### src/sens_params.svh
`ifndef SENS_PARAMS_SVH
`define SENS_PARAMS_SVH

// channel count and address map
`define SENS_NUM_CHN          4      // sensor channels
`define SENS_GROUP_ADDR       'h400  // command address of channel 0
`define SENS_BASE_INC         'h40   // step to next channel block
`define SENS_ADDR_MASK        'h7c0  // bits selecting the channel block
`define SENS_REG_OFF_BITS     6      // register offset bits inside a block

// status register numbers: base + inc * channel
`define SENS_STATUS_REG_BASE  'h20
`define SENS_STATUS_REG_INC   2

// mode register layout
`define SENS_MODE_WIDTH       10     // hist enables, hist nrst, chn en, 16-bit
`define SENS_CHN_EN_BIT       8      // channel enable

// frame counter and status packet
`define SENS_FRAME_BITS       16     // frame counter width
`define SENS_STATUS_WORD_BITS 32     // status payload width
`define SENS_STATUS_BYTES     4      // data bytes after the address byte

`endif

### src/sens_cmd_pkg.sv
`include "sens_params.svh"

package sens_cmd_pkg;

    // position inside the AL-AH-D0-D1-D2-D3 command sequence
    typedef enum logic [2:0] {
        idle,     // waiting for strobe
        addr_hi,  // next byte is address high
        data0,    // data bits 7:0
        data1,    // data bits 15:8
        data2,    // data bits 23:16
        data3     // data bits 31:24, write fires after this one
    } cmd_state_t;

    // register offsets within one channel block
    typedef enum logic [`SENS_REG_OFF_BITS-1:0] {
        reg_mode      = `SENS_REG_OFF_BITS'd0, // mode register write
        reg_status_rq = `SENS_REG_OFF_BITS'd1  // data bit 0 set requests a status packet
    } chn_reg_t;

endpackage

### src/sens_status_pkg.sv
`include "sens_params.svh"

package sens_status_pkg;

    // per-channel status sender
    typedef enum logic [1:0] {
        st_idle,     // nothing to send
        st_pending,  // request raised, waiting for start
        st_send      // shifting out the data bytes
    } status_phase_t;

    // status router
    typedef enum logic [1:0] {
        rt_idle,        // looking for a requester
        rt_wait_start,  // source locked, rq forwarded
        rt_pass         // data bytes of the packet in flight
    } router_state_t;

    // payload of one status packet, sent low byte first
    typedef struct packed {
        logic [`SENS_FRAME_BITS-1:0] frame; // frame count
        logic [`SENS_STATUS_WORD_BITS-`SENS_FRAME_BITS-`SENS_MODE_WIDTH-1:0] rsvd; // zeros
        logic [`SENS_MODE_WIDTH-1:0] mode;  // mode register copy
    } status_word_t;

endpackage

### src/cmd_deser.sv
module cmd_deser
    import sens_cmd_pkg::*;
(
    input  logic        mclk,
    input  logic        rst_n,
    input  logic [7:0]  cmd_ad,   // byte-serial address/data
    input  logic        cmd_stb,  // strobe with address low byte
    output logic [15:0] wr_addr,  // valid with wr_stb
    output logic [31:0] wr_data,  // valid with wr_stb
    output logic        wr_stb    // one-cycle write pulse
);

    cmd_state_t state;

    // sequencing, strobe always restarts
    always_ff @(posedge mclk) begin
        if (!rst_n) begin
            state  <= idle;
            wr_stb <= 1'b0;
        end else begin
            wr_stb <= 1'b0;  // default no write
            if (cmd_stb) begin
                state <= addr_hi;  // AL byte in, restart even mid-sequence
            end else begin
                case (state)
                    addr_hi: state <= data0;
                    data0:   state <= data1;
                    data1:   state <= data2;
                    data2:   state <= data3;
                    data3: begin
                        state  <= idle;
                        wr_stb <= 1'b1;  // last byte in, fire write
                    end
                    default: state <= idle;
                endcase
            end
        end
    end

    // byte capture into address/data
    always_ff @(posedge mclk) begin
        if (cmd_stb) begin
            wr_addr[7:0] <= cmd_ad;  // AL
        end else begin
            case (state)
                addr_hi: wr_addr[15:8]  <= cmd_ad;  // AH
                data0:   wr_data[7:0]   <= cmd_ad;
                data1:   wr_data[15:8]  <= cmd_ad;
                data2:   wr_data[23:16] <= cmd_ad;
                data3:   wr_data[31:24] <= cmd_ad;  // lands with wr_stb
                default: ;
            endcase
        end
    end

endmodule

### src/sensor_ctrl_chn.sv
`include "sens_params.svh"

module sensor_ctrl_chn
    import sens_cmd_pkg::*;
    import sens_status_pkg::*;
#(
    parameter int CHN = 0  // channel number 0..3
) (
    input  logic        mclk,
    input  logic        rst_n,
    input  logic [15:0] wr_addr,
    input  logic [31:0] wr_data,
    input  logic        wr_stb,
    input  logic        trig_in,       // external trigger, async
    output logic        sof_out,       // start of frame pulse @mclk
    output logic [7:0]  status_db,     // status packet byte
    output logic        status_rq,     // status packet request
    input  logic        status_start   // router grant, address byte cycle
);

    localparam int          CNT_BITS    = $clog2(`SENS_STATUS_BYTES);
    localparam logic [15:0] BLOCK_ADDR  = 16'(`SENS_GROUP_ADDR + CHN * `SENS_BASE_INC);
    localparam logic [15:0] BLOCK_MASK  = 16'(`SENS_ADDR_MASK);
    localparam logic [7:0]  STATUS_ADDR =
        8'(`SENS_STATUS_REG_BASE + `SENS_STATUS_REG_INC * CHN);

    logic                          blk_wr;     // write hits this channel
    logic [`SENS_REG_OFF_BITS-1:0] reg_off;
    logic                          status_req; // request write seen
    logic [`SENS_MODE_WIDTH-1:0]   mode_r;
    logic [2:0]                    trig_sr;    // 2-flop sync + edge stage
    logic                          trig_rise;
    logic [`SENS_FRAME_BITS-1:0]   frame_cnt;
    status_phase_t                 phase;
    logic [CNT_BITS-1:0]           byte_cnt;   // data byte index
    status_word_t                  word_r;     // captured at start

    assign blk_wr     = wr_stb && ((wr_addr & BLOCK_MASK) == BLOCK_ADDR);
    assign reg_off    = wr_addr[`SENS_REG_OFF_BITS-1:0];
    assign status_req = blk_wr && (reg_off == reg_status_rq) && wr_data[0];

    // mode register, hist and 16-bit bits only stored
    always_ff @(posedge mclk) begin
        if (!rst_n) begin
            mode_r <= '0;
        end else if (blk_wr && (reg_off == reg_mode)) begin
            mode_r <= wr_data[`SENS_MODE_WIDTH-1:0];
        end
    end

    assign trig_rise = trig_sr[1] && !trig_sr[2];  // first high sample, synced

    // trigger sync, sof pulse and frame counter
    always_ff @(posedge mclk) begin
        if (!rst_n) begin
            trig_sr   <= '0;
            sof_out   <= 1'b0;
            frame_cnt <= '0;
        end else begin
            trig_sr <= {trig_sr[1:0], trig_in};
            sof_out <= trig_rise && mode_r[`SENS_CHN_EN_BIT];  // gated by enable
            if (trig_rise && mode_r[`SENS_CHN_EN_BIT]) begin
                frame_cnt <= frame_cnt + 1'b1;  // steps with the pulse
            end
        end
    end

    // status sender phase
    always_ff @(posedge mclk) begin
        if (!rst_n) begin
            phase    <= st_idle;
            byte_cnt <= '0;
        end else begin
            case (phase)
                st_idle: begin
                    if (status_req) phase <= st_pending;  // repeats while pending dropped
                end
                st_pending: begin
                    if (status_start) begin
                        phase    <= st_send;
                        byte_cnt <= '0;
                    end
                end
                st_send: begin
                    byte_cnt <= byte_cnt + 1'b1;
                    if (byte_cnt == CNT_BITS'(`SENS_STATUS_BYTES - 1)) phase <= st_idle;
                end
                default: phase <= st_idle;
            endcase
        end
    end

    // snapshot of mode and count taken in the start cycle
    always_ff @(posedge mclk) begin
        if (phase == st_pending && status_start) begin
            word_r <= '{frame: frame_cnt, rsvd: '0, mode: mode_r};
        end
    end

    assign status_rq = (phase == st_pending) && !status_start;  // drops with start

    always_comb begin
        status_db = 8'h00;  // idle bus is zero
        if (phase == st_pending && status_start) begin
            status_db = STATUS_ADDR;  // address byte, same cycle as start
        end else if (phase == st_send) begin
            status_db = word_r[byte_cnt * 8 +: 8];  // low byte first
        end
    end

endmodule

### src/sensor_ctrl_top.sv
`include "sens_params.svh"

module sensor_ctrl_top (
    input  logic       mclk,
    input  logic       rst_n,
    input  logic [7:0] cmd_ad_in,     // AL-AH-D0-D1-D2-D3
    input  logic       cmd_stb_in,    // with AL byte
    input  logic [3:0] trig_in,       // per-channel trigger
    output logic [3:0] sof_out_mclk,  // per-channel start of frame
    output logic [7:0] status_ad,     // status address/data bytes
    output logic       status_rq,
    input  logic       status_start
);

    logic [7:0]                          cmd_ad;     // registered command byte
    logic                                cmd_stb;
    logic [15:0]                         wr_addr;
    logic [31:0]                         wr_data;
    logic                                wr_stb;
    logic [`SENS_NUM_CHN-1:0][7:0]       chn_db;
    logic [`SENS_NUM_CHN-1:0]            chn_rq;
    logic [`SENS_NUM_CHN-1:0]            chn_start;

    // command input stage
    always_ff @(posedge mclk) begin
        if (!rst_n) begin
            cmd_stb <= 1'b0;
        end else begin
            cmd_stb <= cmd_stb_in;
        end
    end

    always_ff @(posedge mclk) begin
        cmd_ad <= cmd_ad_in;
    end

    cmd_deser cmd_deser_i (
        .mclk    (mclk),
        .rst_n   (rst_n),
        .cmd_ad  (cmd_ad),
        .cmd_stb (cmd_stb),
        .wr_addr (wr_addr),
        .wr_data (wr_data),
        .wr_stb  (wr_stb)   // shared by all channels
    );

    for (genvar i = 0; i < `SENS_NUM_CHN; i++) begin : g_chn
        sensor_ctrl_chn #(
            .CHN (i)
        ) chn_i (
            .mclk         (mclk),
            .rst_n        (rst_n),
            .wr_addr      (wr_addr),
            .wr_data      (wr_data),
            .wr_stb       (wr_stb),
            .trig_in      (trig_in[i]),
            .sof_out      (sof_out_mclk[i]),
            .status_db    (chn_db[i]),
            .status_rq    (chn_rq[i]),
            .status_start (chn_start[i])
        );
    end

    status_router status_router_i (
        .mclk      (mclk),
        .rst_n     (rst_n),
        .db_in     (chn_db),
        .rq_in     (chn_rq),
        .start_in  (chn_start),
        .db_out    (status_ad),
        .rq_out    (status_rq),
        .start_out (status_start)
    );

endmodule

### src/status_router.sv
`include "sens_params.svh"

module status_router
    import sens_status_pkg::*;
(
    input  logic                             mclk,
    input  logic                             rst_n,
    input  logic [`SENS_NUM_CHN-1:0][7:0]    db_in,     // per-source bytes
    input  logic [`SENS_NUM_CHN-1:0]         rq_in,     // per-source requests
    output logic [`SENS_NUM_CHN-1:0]         start_in,  // per-source grants
    output logic [7:0]                       db_out,
    output logic                             rq_out,
    input  logic                             start_out  // grant from downstream
);

    localparam int SEL_BITS = $clog2(`SENS_NUM_CHN);
    localparam int CNT_BITS = $clog2(`SENS_STATUS_BYTES);

    router_state_t       state;
    logic [SEL_BITS-1:0] sel;       // locked source
    logic [SEL_BITS-1:0] last;      // last source served
    logic [SEL_BITS-1:0] next_sel;  // round-robin pick
    logic                next_vld;
    logic [CNT_BITS-1:0] byte_cnt;  // data bytes passed

    // nearest requester after last, wrapping
    always_comb begin : rr_pick
        logic [SEL_BITS-1:0] idx;
        next_sel = last;
        next_vld = 1'b0;
        for (int i = `SENS_NUM_CHN; i >= 1; i--) begin  // closest offset written last
            idx = SEL_BITS'((last + i) % `SENS_NUM_CHN);
            if (rq_in[idx]) begin
                next_sel = idx;
                next_vld = 1'b1;
            end
        end
    end

    always_ff @(posedge mclk) begin
        if (!rst_n) begin
            state    <= rt_idle;
            sel      <= '0;
            last     <= SEL_BITS'(`SENS_NUM_CHN - 1);  // channel 3 served last
            byte_cnt <= '0;
        end else begin
            case (state)
                rt_idle: begin
                    if (next_vld) begin
                        sel   <= next_sel;
                        state <= rt_wait_start;
                    end
                end
                rt_wait_start: begin
                    if (start_out) begin
                        state    <= rt_pass;
                        byte_cnt <= '0;
                        last     <= sel;  // pointer moves on grant
                    end
                end
                rt_pass: begin
                    byte_cnt <= byte_cnt + 1'b1;
                    if (byte_cnt == CNT_BITS'(`SENS_STATUS_BYTES - 1)) state <= rt_idle;
                end
                default: state <= rt_idle;
            endcase
        end
    end

    assign rq_out = (state == rt_wait_start) && rq_in[sel];  // only the locked source

    always_comb begin
        start_in = '0;
        if (state == rt_wait_start) start_in[sel] = start_out;  // grant to selected only
    end

    assign db_out = (state == rt_idle) ? 8'h00 : db_in[sel];  // start cycle + 4 bytes

endmodule

### config.mk
export PLATFORM = sky130hd
export DESIGN_NAME = sensor_ctrl_top
export DESIGN_NICKNAME = d
export VERILOG_FILES = /design/src/sens_cmd_pkg.sv /design/src/sens_status_pkg.sv /design/src/cmd_deser.sv /design/src/sensor_ctrl_chn.sv /design/src/sensor_ctrl_top.sv /design/src/status_router.sv
export VERILOG_INCLUDE_DIRS = /design/src
export SDC_FILE = /design/constraint.sdc
export NUM_CORES = 1
export LEC_CHECK = 0
export BUFFER_PORTS_ARGS = -buffer_cell sky130_fd_sc_hd__clkbuf_2
export CORE_AREA = 2 2 139 276
export CTS_CLUSTER_DIAMETER = 60
export DETAILED_ROUTE_END_ITERATION = 10
export DIE_AREA = 0 0 141 278
export PLACE_DENSITY = 0.43
export SLEW_MARGIN = 20
export SYNTH_ARGS = -nofsm -noshare
export SYNTH_HDL_FRONTEND = slang
export SYNTH_SLANG_ARGS = --single-unit
### constraint.sdc
create_clock -name mclk -period 3.87 [get_ports mclk]
set_input_delay 0.1935 -clock mclk [delete_from_list [all_inputs] [get_ports mclk]]
set_output_delay 0.1935 -clock mclk [all_outputs]
set_load 0.02 [all_outputs]
Word level (Yosys, flattened, before mapping)
Cells that the tools add are included.

Add/subtract/negate cells: 13. Order comparisons: 6. Equal/unequal tests: 40. Shift operators: 4. Muxes and demuxes: 65. Bitwise logic cells: 3. Reduce and logical (&&, ||, !) cells: 69.

Operators by type and width (count): variable part select 32 x 6 -> 8 bit (4); two-way mux 8 bit (10); adder 16 x 1 -> 16 bit (second input constant) (4); two-way mux 2 bit (24); logical AND 1 bit (34); one-hot mux 2 bit (3 select lines) (5); == test 2 bit (second input constant) (10); == test 5 bit (second input constant) (4); inequality test 2 x 1 -> 1 bit (second input constant) (10); one-hot mux 2 bit (2 select lines) (5); AND reduction 2 bit (10); binary-select mux 8 bit (select 2 bit) (1); < comparator 2 x 3 -> 1 bit (second input constant) (5); AND reduction 3 bit (5); adder 2 x 1 -> 2 bit (second input constant) (7); two-way mux 1 bit (12); one-hot mux 3 bit (4 select lines) (1); binary-select mux 1 bit (select 2 bit) (5); == test 2 x 1 -> 1 bit (second input constant) (5); zero test 2 bit (5); inequality test 2 bit (second input constant) (5); nonzero test 2 bit (5); zero test 1 bit (8); == test 3 x 2 -> 1 bit (second input constant) (2); other kinds (11) (14).

Register bits after elaboration: 282. Input bits: 16.

Longest topological paths before layout
Gate-level depths: netlist of run 1.

Word-level depth: 16. Gate-level depth with buffers: 7. Mapped depth without buffers: 5.

Hierarchy
From an unflattened synthesis of run 1, not the netlist that was laid out.

Cell total of the unflattened synthesis: 1033. Area total of the unflattened synthesis: 12389.4 um2.

By module, submodules not included: sensor_ctrl_chn (g_chn[3].chn_i) (instances 1, cells an instance 213, area an instance 2471.1 um2); sensor_ctrl_chn (g_chn[0].chn_i) (instances 1, cells an instance 212, area an instance 2443.6 um2); sensor_ctrl_chn (g_chn[1].chn_i) (instances 1, cells an instance 225, area an instance 2437.3 um2); sensor_ctrl_chn (g_chn[2].chn_i) (instances 1, cells an instance 224, area an instance 2436.1 um2); cmd_deser (instances 1, cells an instance 74, area an instance 1680.4 um2); status_router (instances 1, cells an instance 75, area an instance 734.5 um2); sensor_ctrl_top (instances 1, cells an instance 10, area an instance 186.4 um2).

Worst setup path before layout of run 1
Ideal clock, no wire load.

Kind: register to output. Start point: register status_router_i.sel[0]. End point: output status_ad[5]. Data arrival time: 4.318 ns. Data required time: 3.677 ns. Path slack: -0.642 ns. Cell stages (with the launch flop): 6. Buffers on the path: 1. Cell sequence: dfxtp_1 clkbuf_1 nor4_1 a2111oi_0 or3_1 nor3_1.

Word-level cells in the longest chain between the ends: 11. Elaborated cells on any way between the ends: 18.

RTL lines: start: declaration (RTL line status_router.sv:20) `logic [SEL_BITS-1:0] sel;`; start signal: assignment (RTL line status_router.sv:50) `sel <= next_sel;`; < comparator 2 x 3 -> 1 bit (not written as such) or greater-or-equal comparator 2 x 1 -> 1 bit (tied branches) (RTL line status_router.sv:74) `if (state == rt_wait_start) start_in[sel] = start_out;`; logical AND 1 bit (not written as such) (RTL line status_router.sv:74); two-way mux 1 bit (not written as such) (RTL line status_router.sv:74); demux 1 bit (select 2 bit); AND 4 bit (no source line); two-way mux 4 bit (RTL line status_router.sv:74); logical AND 1 bit (RTL line sensor_ctrl_chn.sv:104) `if (phase == st_pending && status_start) begin`; two-way mux 8 bit (RTL line sensor_ctrl_chn.sv:104); binary-select mux 8 bit (select 2 bit) * (RTL line status_router.sv:77) `assign db_out = (state == rt_idle) ? 8'h00 : db_in[sel];`; two-way mux 8 bit (not written as such) * (RTL line status_router.sv:77); two-way mux 8 bit * (RTL line status_router.sv:77); end: declaration (RTL line sensor_ctrl_top.sv:10) `output logic [7:0] status_ad,`.

Mark *: on every way between the ends. The rest lies on a longest branch, timed or not. The select of a mux whose other input is x is not followed.

Worst setup path after layout of run 1
Start point: register status_router_i.state[0]. End point: output status_ad[5].

Word-level cells in the longest chain between the ends: 7. Elaborated cells on any way between the ends: 14.

RTL lines: start: declaration (RTL line status_router.sv:19) `router_state_t state;`; start signal: assignment (RTL line status_router.sv:42) `state <= rt_idle;`; start signal: assignment (RTL line status_router.sv:51) `state <= rt_wait_start;`; start signal: assignment (RTL line status_router.sv:56) `state <= rt_pass;`; == test 2 x 1 -> 1 bit (RTL line status_router.sv:74); two-way mux 4 bit (RTL line status_router.sv:74); logical AND 1 bit (RTL line sensor_ctrl_chn.sv:104); two-way mux 8 bit (RTL line sensor_ctrl_chn.sv:104); binary-select mux 8 bit (select 2 bit) (RTL line status_router.sv:77); two-way mux 8 bit (not written as such) (RTL line status_router.sv:77); two-way mux 8 bit * (RTL line status_router.sv:77).

Marks and branches as above.

==> metrics.cfg, run 1 <==
[synthesis]
ys_ff_latch = 282
yosysWarnings = 0
synthTopCellsByArea = edfxtp_1, dfxtp_1, nand2_1, nor2_1, a21oi_1
synth_top_area_share_pct = 34.1
synth_area_per_cell_sq_um = 11.2
synth_top_area_cell = edfxtp_1
ys_seq_area_share_pct = 62.6
synth_common_cells = dfxtp_1, nand2_1, edfxtp_1
synthesis.area_sq_mm = 0.0110
yosys.cell_types.count = 54
syn_inst = 984
synth_flop_cell = dfxtp_1
async_reset_ff_share_pct = 0
yosys.cell_count.top_type = dfxtp_1
syn_nets = 1009
synth_enable_flop_cells = 125

[setup_path]
endpoint = status_ad[5]
crit_buf_inv = 1
cp-start-kind = flip-flop
reg2reg_slack_ns = 1.40
path_depth = 6
r2r_end = g_chn[3].chn_i.word_r[28]
reg2regPathDepth = 2
path_cells = nand3b_1 > nor4_4 > a2111oi_0 > or3_1 > nor3_1 > clkbuf_2
crit_type = reg -> out
r2r-start = status_router_i.sel[1]
end_kind = primary output
required_ns = 3.68
cp-startpoint = status_router_i.state[0]
cp_max_fo = 11
arrival_ns = 2.98
slowest_delay_ns = 0.45
cp_top_family = simple AND/OR/NAND/NOR gates
critPathSlowestCell = nand3b_1

[power]
switching_share_pct = 20.4
pwr-share-clk_pct = 46.4
cellPowerDensity_mw_per_mm2 = 473
p_seq_share_pct = 52.5
pwr-share-comb_pct = 1.1
vdd_drop_max_mv = 0.282
power.leakage_uw = 0.00421
p_switching_uw = 1220
internal-power_uw = 4750

[die]
core.rowCount = 100
ios = 29
coreArea_sq_mm = 0.0372
initial_core_util_pct = 29.6
die_h_um = 278
design.die.area_sq_mm = 0.0392
die_w_um = 141

[timing]
drv_slew = 0
finalCritPeriodShare_pct = 81.9
setup_viol = 0
tns_ns = 0
worst_pin_slew_ns = 1.04
rsz0062_at_grt = false
slew_headroom_pct = 30.4
fin_skew_ns = 0.0110
hold_viol_final = 0
clock.fmax_mhz = 316
period_needed_ns = 3.17

[layout]
final_util_pct = 34.0
fin_nets = 1031
num_antenna_cells = 0
drive_gt1_share_pct = 9.36
syn_to_final_growth_pct = 14.6

[grt]
globalRouteMet3Util_pct = 1.94
groute.layer.met2.usage_pct = 25.4
grt_pass1_wl_um = 41100
grt-ovfl-total = 0
antenna_found_initial = 0
grt_start_max_net_pins = 62
busiest_layer = met2
grt_pass1_vias = 7009
grt_use_total_pct = 13.7
use_met1_pct = 14.6

[outcome]
outcome = finished clean

[clock_network]
clkTransAtPathRegs_ns = 0.07
cts_sinks = 282
clk_path_buf_depth = 3
htreeDepth = 1
cts_tree = yes
insertion_delay_ns = 0.55
cts_resized = 0
postCtsSetupRepairBufs = 0
hold_buffers = 14
cts_buffers = 26
cts_root_buffer = clkbuf_16

[flow_run]
maxCapViolations = 0

[drt]
drt_drc_violations_left = 0
wl_um = 26700
drt-pass1-iter-count = 4
via_per_inst = 4.76
antenna_left = 0
drtIter0Drc = 377
routedWlPerCell_um = 18.0
dr_total_vias = 7073

[place]
routabilityCongestion = 0.829
portBuffers = 28
dp_hpwl_um = 18600

[hold_path]
min_path_cells = 3
hp-start = rst_n
hp-class = in -> reg

-- worst reg2reg max path: cells and delay by family, from the launching register on --
kind                   cells  cell delay, ns
and+or+nand+nor            1            0.30
DFF                        1            0.93
buffers and inverters      1            0.85
-- layer usage --
metal	share of wire, %	vias up	routed length, um
met5	0	-	0
met4	5.6	0	1500
met3	3.1	57	819
met2	53	96	14200
met1	38	3382	10200
li1	-	3538	-
-- flip-flops by register name (all words and copies together), names as in the netlist --
name                      cells
cmd_ad                        8
cmd_deser_i.state             3
cmd_deser_i.wr_addr          11
cmd_deser_i.wr_data          10
cmd_deser_i.wr_stb            1
cmd_stb                       1
g_chn.chn_i.byte_cnt          8
g_chn.chn_i.frame_cnt        64
g_chn.chn_i.mode_r           40
g_chn.chn_i.phase             8
g_chn.chn_i.sof_out           4
g_chn.chn_i.trig_sr          12
g_chn.chn_i.word_r          104
status_router_i.byte_cnt      2
status_router_i.last          2
status_router_i.sel           2
status_router_i.state         2
-- power by group through the flow --
stage | clock network (uW) | registers [uW] | logic (uW)
3_5_place_dp | 0 | 3200 | 56.6
3_3_place_gp | 0 | 3200 | 56.4
2_1_floorplan | 0 | 3180 | 36.7
6_report | 2770 | 3130 | 66.0
4_1_cts | 2860 | 3130 | 67.9
5_1_grt | 2960 | 3130 | 73.1
-- worst min path at each step --
stage,to,slack (ns)
6_report,status_router_i.last[0],0.17
2_1_floorplan,cmd_ad[0],0.22
5_1_grt,status_router_i.last[0],0.18
3_5_place_dp,cmd_ad[5],0.30
3_3_place_gp,cmd_ad[5],0.30
4_1_cts,status_router_i.last[0],0.16
-- kinds of logic after synthesis --
family / synth area share [%]
xor+xnor: 4.13
mux: 4.73
buf+inv: 2.51
fa+ha+maj: 1.02
compound gates: 7.75
flops: 62.6
simple gates: 17.3
-- cells in the final DEF (no fill, tap or decap), types with 11 or more instances in the layout --
cell type / instances
xor2_1: 34
nand2_1: 142
and2_1: 24
nand2b_1: 11
nor2_1: 93
edfxtp_1: 125
o21ai_0: 28
xnor2_1: 18
dlygate4sd3_1: 14
a21oi_1: 66
dfxtp_1: 157
and3_1: 11
clkbuf_2: 28
mux2i_1: 25
nand4_1: 19
clkbuf_16: 27
nand3_1: 31
nor3_1: 13
-- cell type report --
| type | count | area (sq um) |
|---|---|---|
| Fill cell | 3680 | 24500 |
| Tap cell | 459 | 574 |
| Timing Repair Buffer | 49 | 333 |
| Multi-Input combinational cell | 638 | 3860 |
| Inverter | 9 | 35.0 |
| Clock buffer | 34 | 742 |
| Sequential cell | 282 | 6900 |
| Clock inverter | 14 | 180 |
-- stage by stage --
step                      worst slack (ns)  total power (uW)  std cells  hold slack (ns)  cell area [sq um]
after CTS                            0.689              6070       1485            0.158              12600
after global routing                 0.529              6170       1485            0.181              12600
after floorplan                      0.501              3220        984            0.221              11000
final                                0.701              5970       1485            0.171              12600
after global placement                1.36              3260       1423            0.297              11600
after detailed placement              1.30              3260       1423            0.297              11600
(Power assumes the default switching activity.)
==> inputs of run 2 (changes only) <==
--- a/config.mk
+++ b/config.mk
@@ -6,11 +6,12 @@
 export SDC_FILE = /design/constraint.sdc
 export NUM_CORES = 1
 export LEC_CHECK = 0
+export ABC_AREA = 1
 export BUFFER_PORTS_ARGS = -buffer_cell sky130_fd_sc_hd__clkbuf_2
-export CORE_AREA = 2 2 139 276
+export CORE_AREA = 2 2 141 280
 export CTS_CLUSTER_DIAMETER = 60
 export DETAILED_ROUTE_END_ITERATION = 10
-export DIE_AREA = 0 0 141 278
+export DIE_AREA = 0 0 143 282
 export PLACE_DENSITY = 0.43
 export SLEW_MARGIN = 20
 export SYNTH_ARGS = -nofsm -noshare
==> constraint.sdc (replaced) <==
create_clock -name mclk -period 2.8 [get_ports mclk]
set_input_delay 0.14 -clock mclk [delete_from_list [all_inputs] [get_ports mclk]]
set_output_delay 0.14 -clock mclk [all_outputs]
set_load 0.02 [all_outputs]
==> run 2 against run 1 <==
Against the previous run:
- core utilization up 0.77 points
- first-iteration DRC count up 15%
- count of clock-buffer cells in the layout down 5
- largest cell class unchanged
- largest power group unchanged
==> metrics.cfg, run 2 <==
[place]
post-place-cells = 1736  ; was 1423
dp_hpwl_um = 20500  ; was 18600 um
placed_area_sq_mm = 0.0121  ; was 0.0116 sq mm
portBuffers = 28  ; unchanged
routabilityCongestion = 0.832  ; was 0.829

[synthesis]
yosys.area_share.simple_pct = 19.6  ; was 17.3%
yosysWarnings = 0  ; unchanged
yosys.cell_types.count = 47  ; was 54
synth_area_per_cell_sq_um = 9.31  ; was 11.2 sq um
synthesis.area_sq_mm = 0.0113  ; was 0.0110 sq mm
synth_xor_xnor_area_share_pct = 0.696  ; was 4.13%
yosys.cell_count.top_type = nor2_1  ; was dfxtp_1
synth_flop_cell = dfxtp_1  ; unchanged
ys_ff_latch = 282  ; unchanged
synth-compound-area-share_pct = 12.0  ; was 7.75%
async_reset_ff_share_pct = 0  ; unchanged
synth_common_cells = nor2_1, dfxtp_1, nand2_1  ; was dfxtp_1, nand2_1, edfxtp_1
synth_top_area_share_pct = 33.1  ; was 34.1%
syn_inst = 1217  ; was 984
synth_enable_flop_cells = 125  ; unchanged
synth_top_family_by_area = simple AND/OR/NAND/NOR gates  ; unchanged
synth_top_area_cell = edfxtp_1  ; unchanged
synth_fa_ha_area_share_pct = 0.994  ; was 1.02%
syn_nets = 1242  ; was 1009
synthTopCellsByArea = edfxtp_1, dfxtp_1, nor2_1, o21ai_0, nand2_1  ; was edfxtp_1, dfxtp_1, nand2_1, nor2_1, a21oi_1
muxShareOfSynthArea_pct = 0  ; was 4.73%
ys_seq_area_share_pct = 60.9  ; was 62.6%

[setup_path]
slowest_delay_ns = 0.53  ; was 0.45 ns
crit_top_cell = nand3_1
r2r_end = g_chn[1].chn_i.mode_r[7]  ; was g_chn[3].chn_i.word_r[28]
r2r-start = cmd_deser_i.wr_addr[9]  ; was status_router_i.sel[1]
reg2reg_slack_ns = 0.81  ; was 1.40 ns
required_ns = 2.66  ; was 3.68 ns
end_kind = primary output  ; unchanged
cp_max_fo = 11  ; unchanged
critPathSlowestCell = nor2_1  ; was nand3b_1
arrival_ns = 2.45  ; was 2.98 ns
cp-start-kind = flip-flop  ; unchanged
crit_buf_inv = 2  ; was 1
cp_top_family = simple AND/OR/NAND/NOR gates  ; unchanged
path_cells = inv_1 > nor2_1 > nand3_1 > nand2_1 > nand3_1 > a211oi_1 > clkbuf_2  ; was nand3b_1 > nor4_4 > a2111oi_0 > or3_1 > nor3_1 > clkbuf_2
reg2regPathDepth = 6  ; was 2
crit_type = reg -> out  ; unchanged

[hold_path]
hp-class = in -> reg  ; unchanged
holdPathEnd = status_router_i.state[0]  ; was status_router_i.last[0]
min_path_cells = 4  ; was 3
hp-start = status_start  ; was rst_n

[layout]
fin_nets = 1288  ; was 1031
final_cells = 1798  ; was 1485
top_regs = g_chn.chn_i.word_r: 104 flops, g_chn.chn_i.frame_cnt: 64 flops, g_chn.chn_i.mode_r: 40 flops  ; unchanged
syn_to_final_growth_pct = 16.6  ; was 14.6%
final_util_pct = 34.7  ; was 34.0%
layout_commonest_cell = nor2_1  ; was dfxtp_1
nFillCells = 3848  ; was 3680
num_antenna_cells = 0  ; unchanged
regMostFlops = g_chn.chn_i.word_r  ; unchanged
drive_gt1_share_pct = 11.4  ; was 9.36%
final_cell_mix = nor2_1, dfxtp_1, nand2_1  ; was dfxtp_1, nand2_1, edfxtp_1
largest_reg_flops = 104  ; unchanged
final_area_sq_mm = 0.0132  ; was 0.0126 sq mm

[die]
coreArea_sq_mm = 0.0380  ; was 0.0372 sq mm
design.die.area_sq_mm = 0.0403  ; was 0.0392 sq mm
ios = 29  ; unchanged
initial_core_util_pct = 29.8  ; was 29.6%
core.rowCount = 101  ; was 100
die_h_um = 282  ; was 278 um
die_w_um = 143  ; was 141 um

[clock_network]
clkTransAtPathRegs_ns = 0.07  ; about the same
htreeDepth = 1  ; unchanged
cts_buffers = 27  ; was 26
insertion_delay_ns = 0.54  ; was 0.55 ns
clk_path_buf_depth = 3  ; unchanged
cts_sinks = 282  ; unchanged
cts_tree = yes  ; unchanged
cts_root_buffer = clkbuf_16  ; unchanged

[timing]
tns_ns = 0  ; unchanged
fin_skew_ns = 0.0152  ; was 0.0110 ns
period_needed_ns = 2.59
drv_slew = 0  ; unchanged
slew_headroom_pct = 53.9  ; was 30.4%
worst_pin_slew_ns = 0.689  ; was 1.04 ns
finalCritPeriodShare_pct = 92.5
setup_viol = 0  ; unchanged
hold_viol_final = 0  ; unchanged
hold_ws_ns = 0.0647  ; was 0.171 ns
rsz0062_at_grt = false  ; unchanged
clock.fmax_mhz = 386

[drt]
routedWlPerCell_um = 15.6  ; was 18.0 um
via_per_inst = 4.50  ; was 4.76
drtIter0Drc = 434  ; was 377
drt-pass1-iter-count = 5  ; was 4
drt_drc_violations_left = 0  ; unchanged
antenna_left = 0  ; unchanged
wl_um = 28100  ; was 26700 um
dr_total_vias = 8087  ; was 7073

[grt]
grt_pass1_wl_um = 43700  ; was 41100 um
grt_pass1_vias = 7997  ; was 7009
grt-ovfl-total = 0  ; unchanged
antenna_found_initial = 1  ; was 0
grt_use_total_pct = 14.1  ; was 13.7%
grt_start_max_net_pins = 107  ; was 62

[power]
cellPowerDensity_mw_per_mm2 = 675  ; was 473 mW/mm^2
vdd_drop_max_mv = 0.344  ; was 0.282 mV
power.leakage_uw = 0.00488  ; was 0.00421 uW

[flow_run]
maxCapViolations = 0  ; unchanged

[outcome]
outcome = finished clean  ; unchanged

[run 2: cell types whose count changed after synthesis, sizes merged, moves of 17 or more]
cell / previous run / this run
xor2: 34 / 8
inv: 9 / 127
nand3: 31 / 72
o21ai: 30 / 145
nor2: 93 / 215
mux2i: 25 / 0
and2: 24 / 0
xnor2: 18 / 1
[run 2: final cells by class]
cell class	instances	area [sq um]	share of cell area, %
tap	515	644	4.88
inverter	138	526	3.98
clock buffer	29	703	5.32
clock inverter	20	298	2.25
timing repair buffer	53	375	2.84
sequential	282	6900	52.2
multi-input combinational	761	3770	28.5
[run 2: metrics by stage]
stage	power, uW	worst slack, ns
3_5_place_dp	4900	0.719
5_1_grt	9250	0.00938
3_3_place_gp	4910	0.707
6_report	8920	0.209
2_1_floorplan	4750	0.363
4_1_cts	9060	0.118
[run 2: timing repair]
item,CTS,global route
resized for setup,0,3
setup buffers,0,0
endpoints found under the hold margin,13,0
endpoints found under the setup margin,0,2
hold buffers,13,0
[run 2: metal layers]
metal,GRT usage (%),vias to the layer above,wire (um)
met5,0,-,14
met4,6.40,2,1120
met3,1.89,54,847
met2,27.1,127,15400
met1,14.9,3740,10700
li1,-,4164,-
[run 2: power by group]
group / switching (uW) / internal (uW)
Combinational: 300 / 134
Sequential: 61.3 / 4330
Clock: 1620 / 2480
[run 2: worst max path at each step]
| stage | from | to | slack [ns] | depth (start not counted) |
|---|---|---|---|---|
| floorplan | status_router_i.sel[1] | status_ad[5] | 0.36 | 8 |
| global placement | g_chn[3].chn_i.byte_cnt[0] | status_ad[0] | 0.71 | 6 |
| detailed placement | g_chn[2].chn_i.byte_cnt[0] | status_ad[0] | 0.72 | 6 |
| CTS | g_chn[2].chn_i.byte_cnt[0] | status_ad[0] | 0.12 | 6 |
| global route | g_chn[2].chn_i.phase[1] | status_ad[6] | 0.009 | 5 |
| finish | g_chn[1].chn_i.phase[1] | status_ad[1] | 0.21 | 7 |
[run 2: logic make-up (layout without fill, tap and decap cells)]
logic type	count (synthesis)	after routing
and+or+nand+nor	490	490
AOI/OAI and AO/OA	253	253
xor gates and xnor gates	9	9
buffers and inverters	174	240
DFF	282	282
adders and majority gates	9	9
[run 2: worst register-to-register path: cells and delay by family (launching register included)]
family,cells,cell delay [ns]
AND/OR/NAND/NOR,5,1.32
buffers and inverters,1,0.28
flip-flops,1,0.35
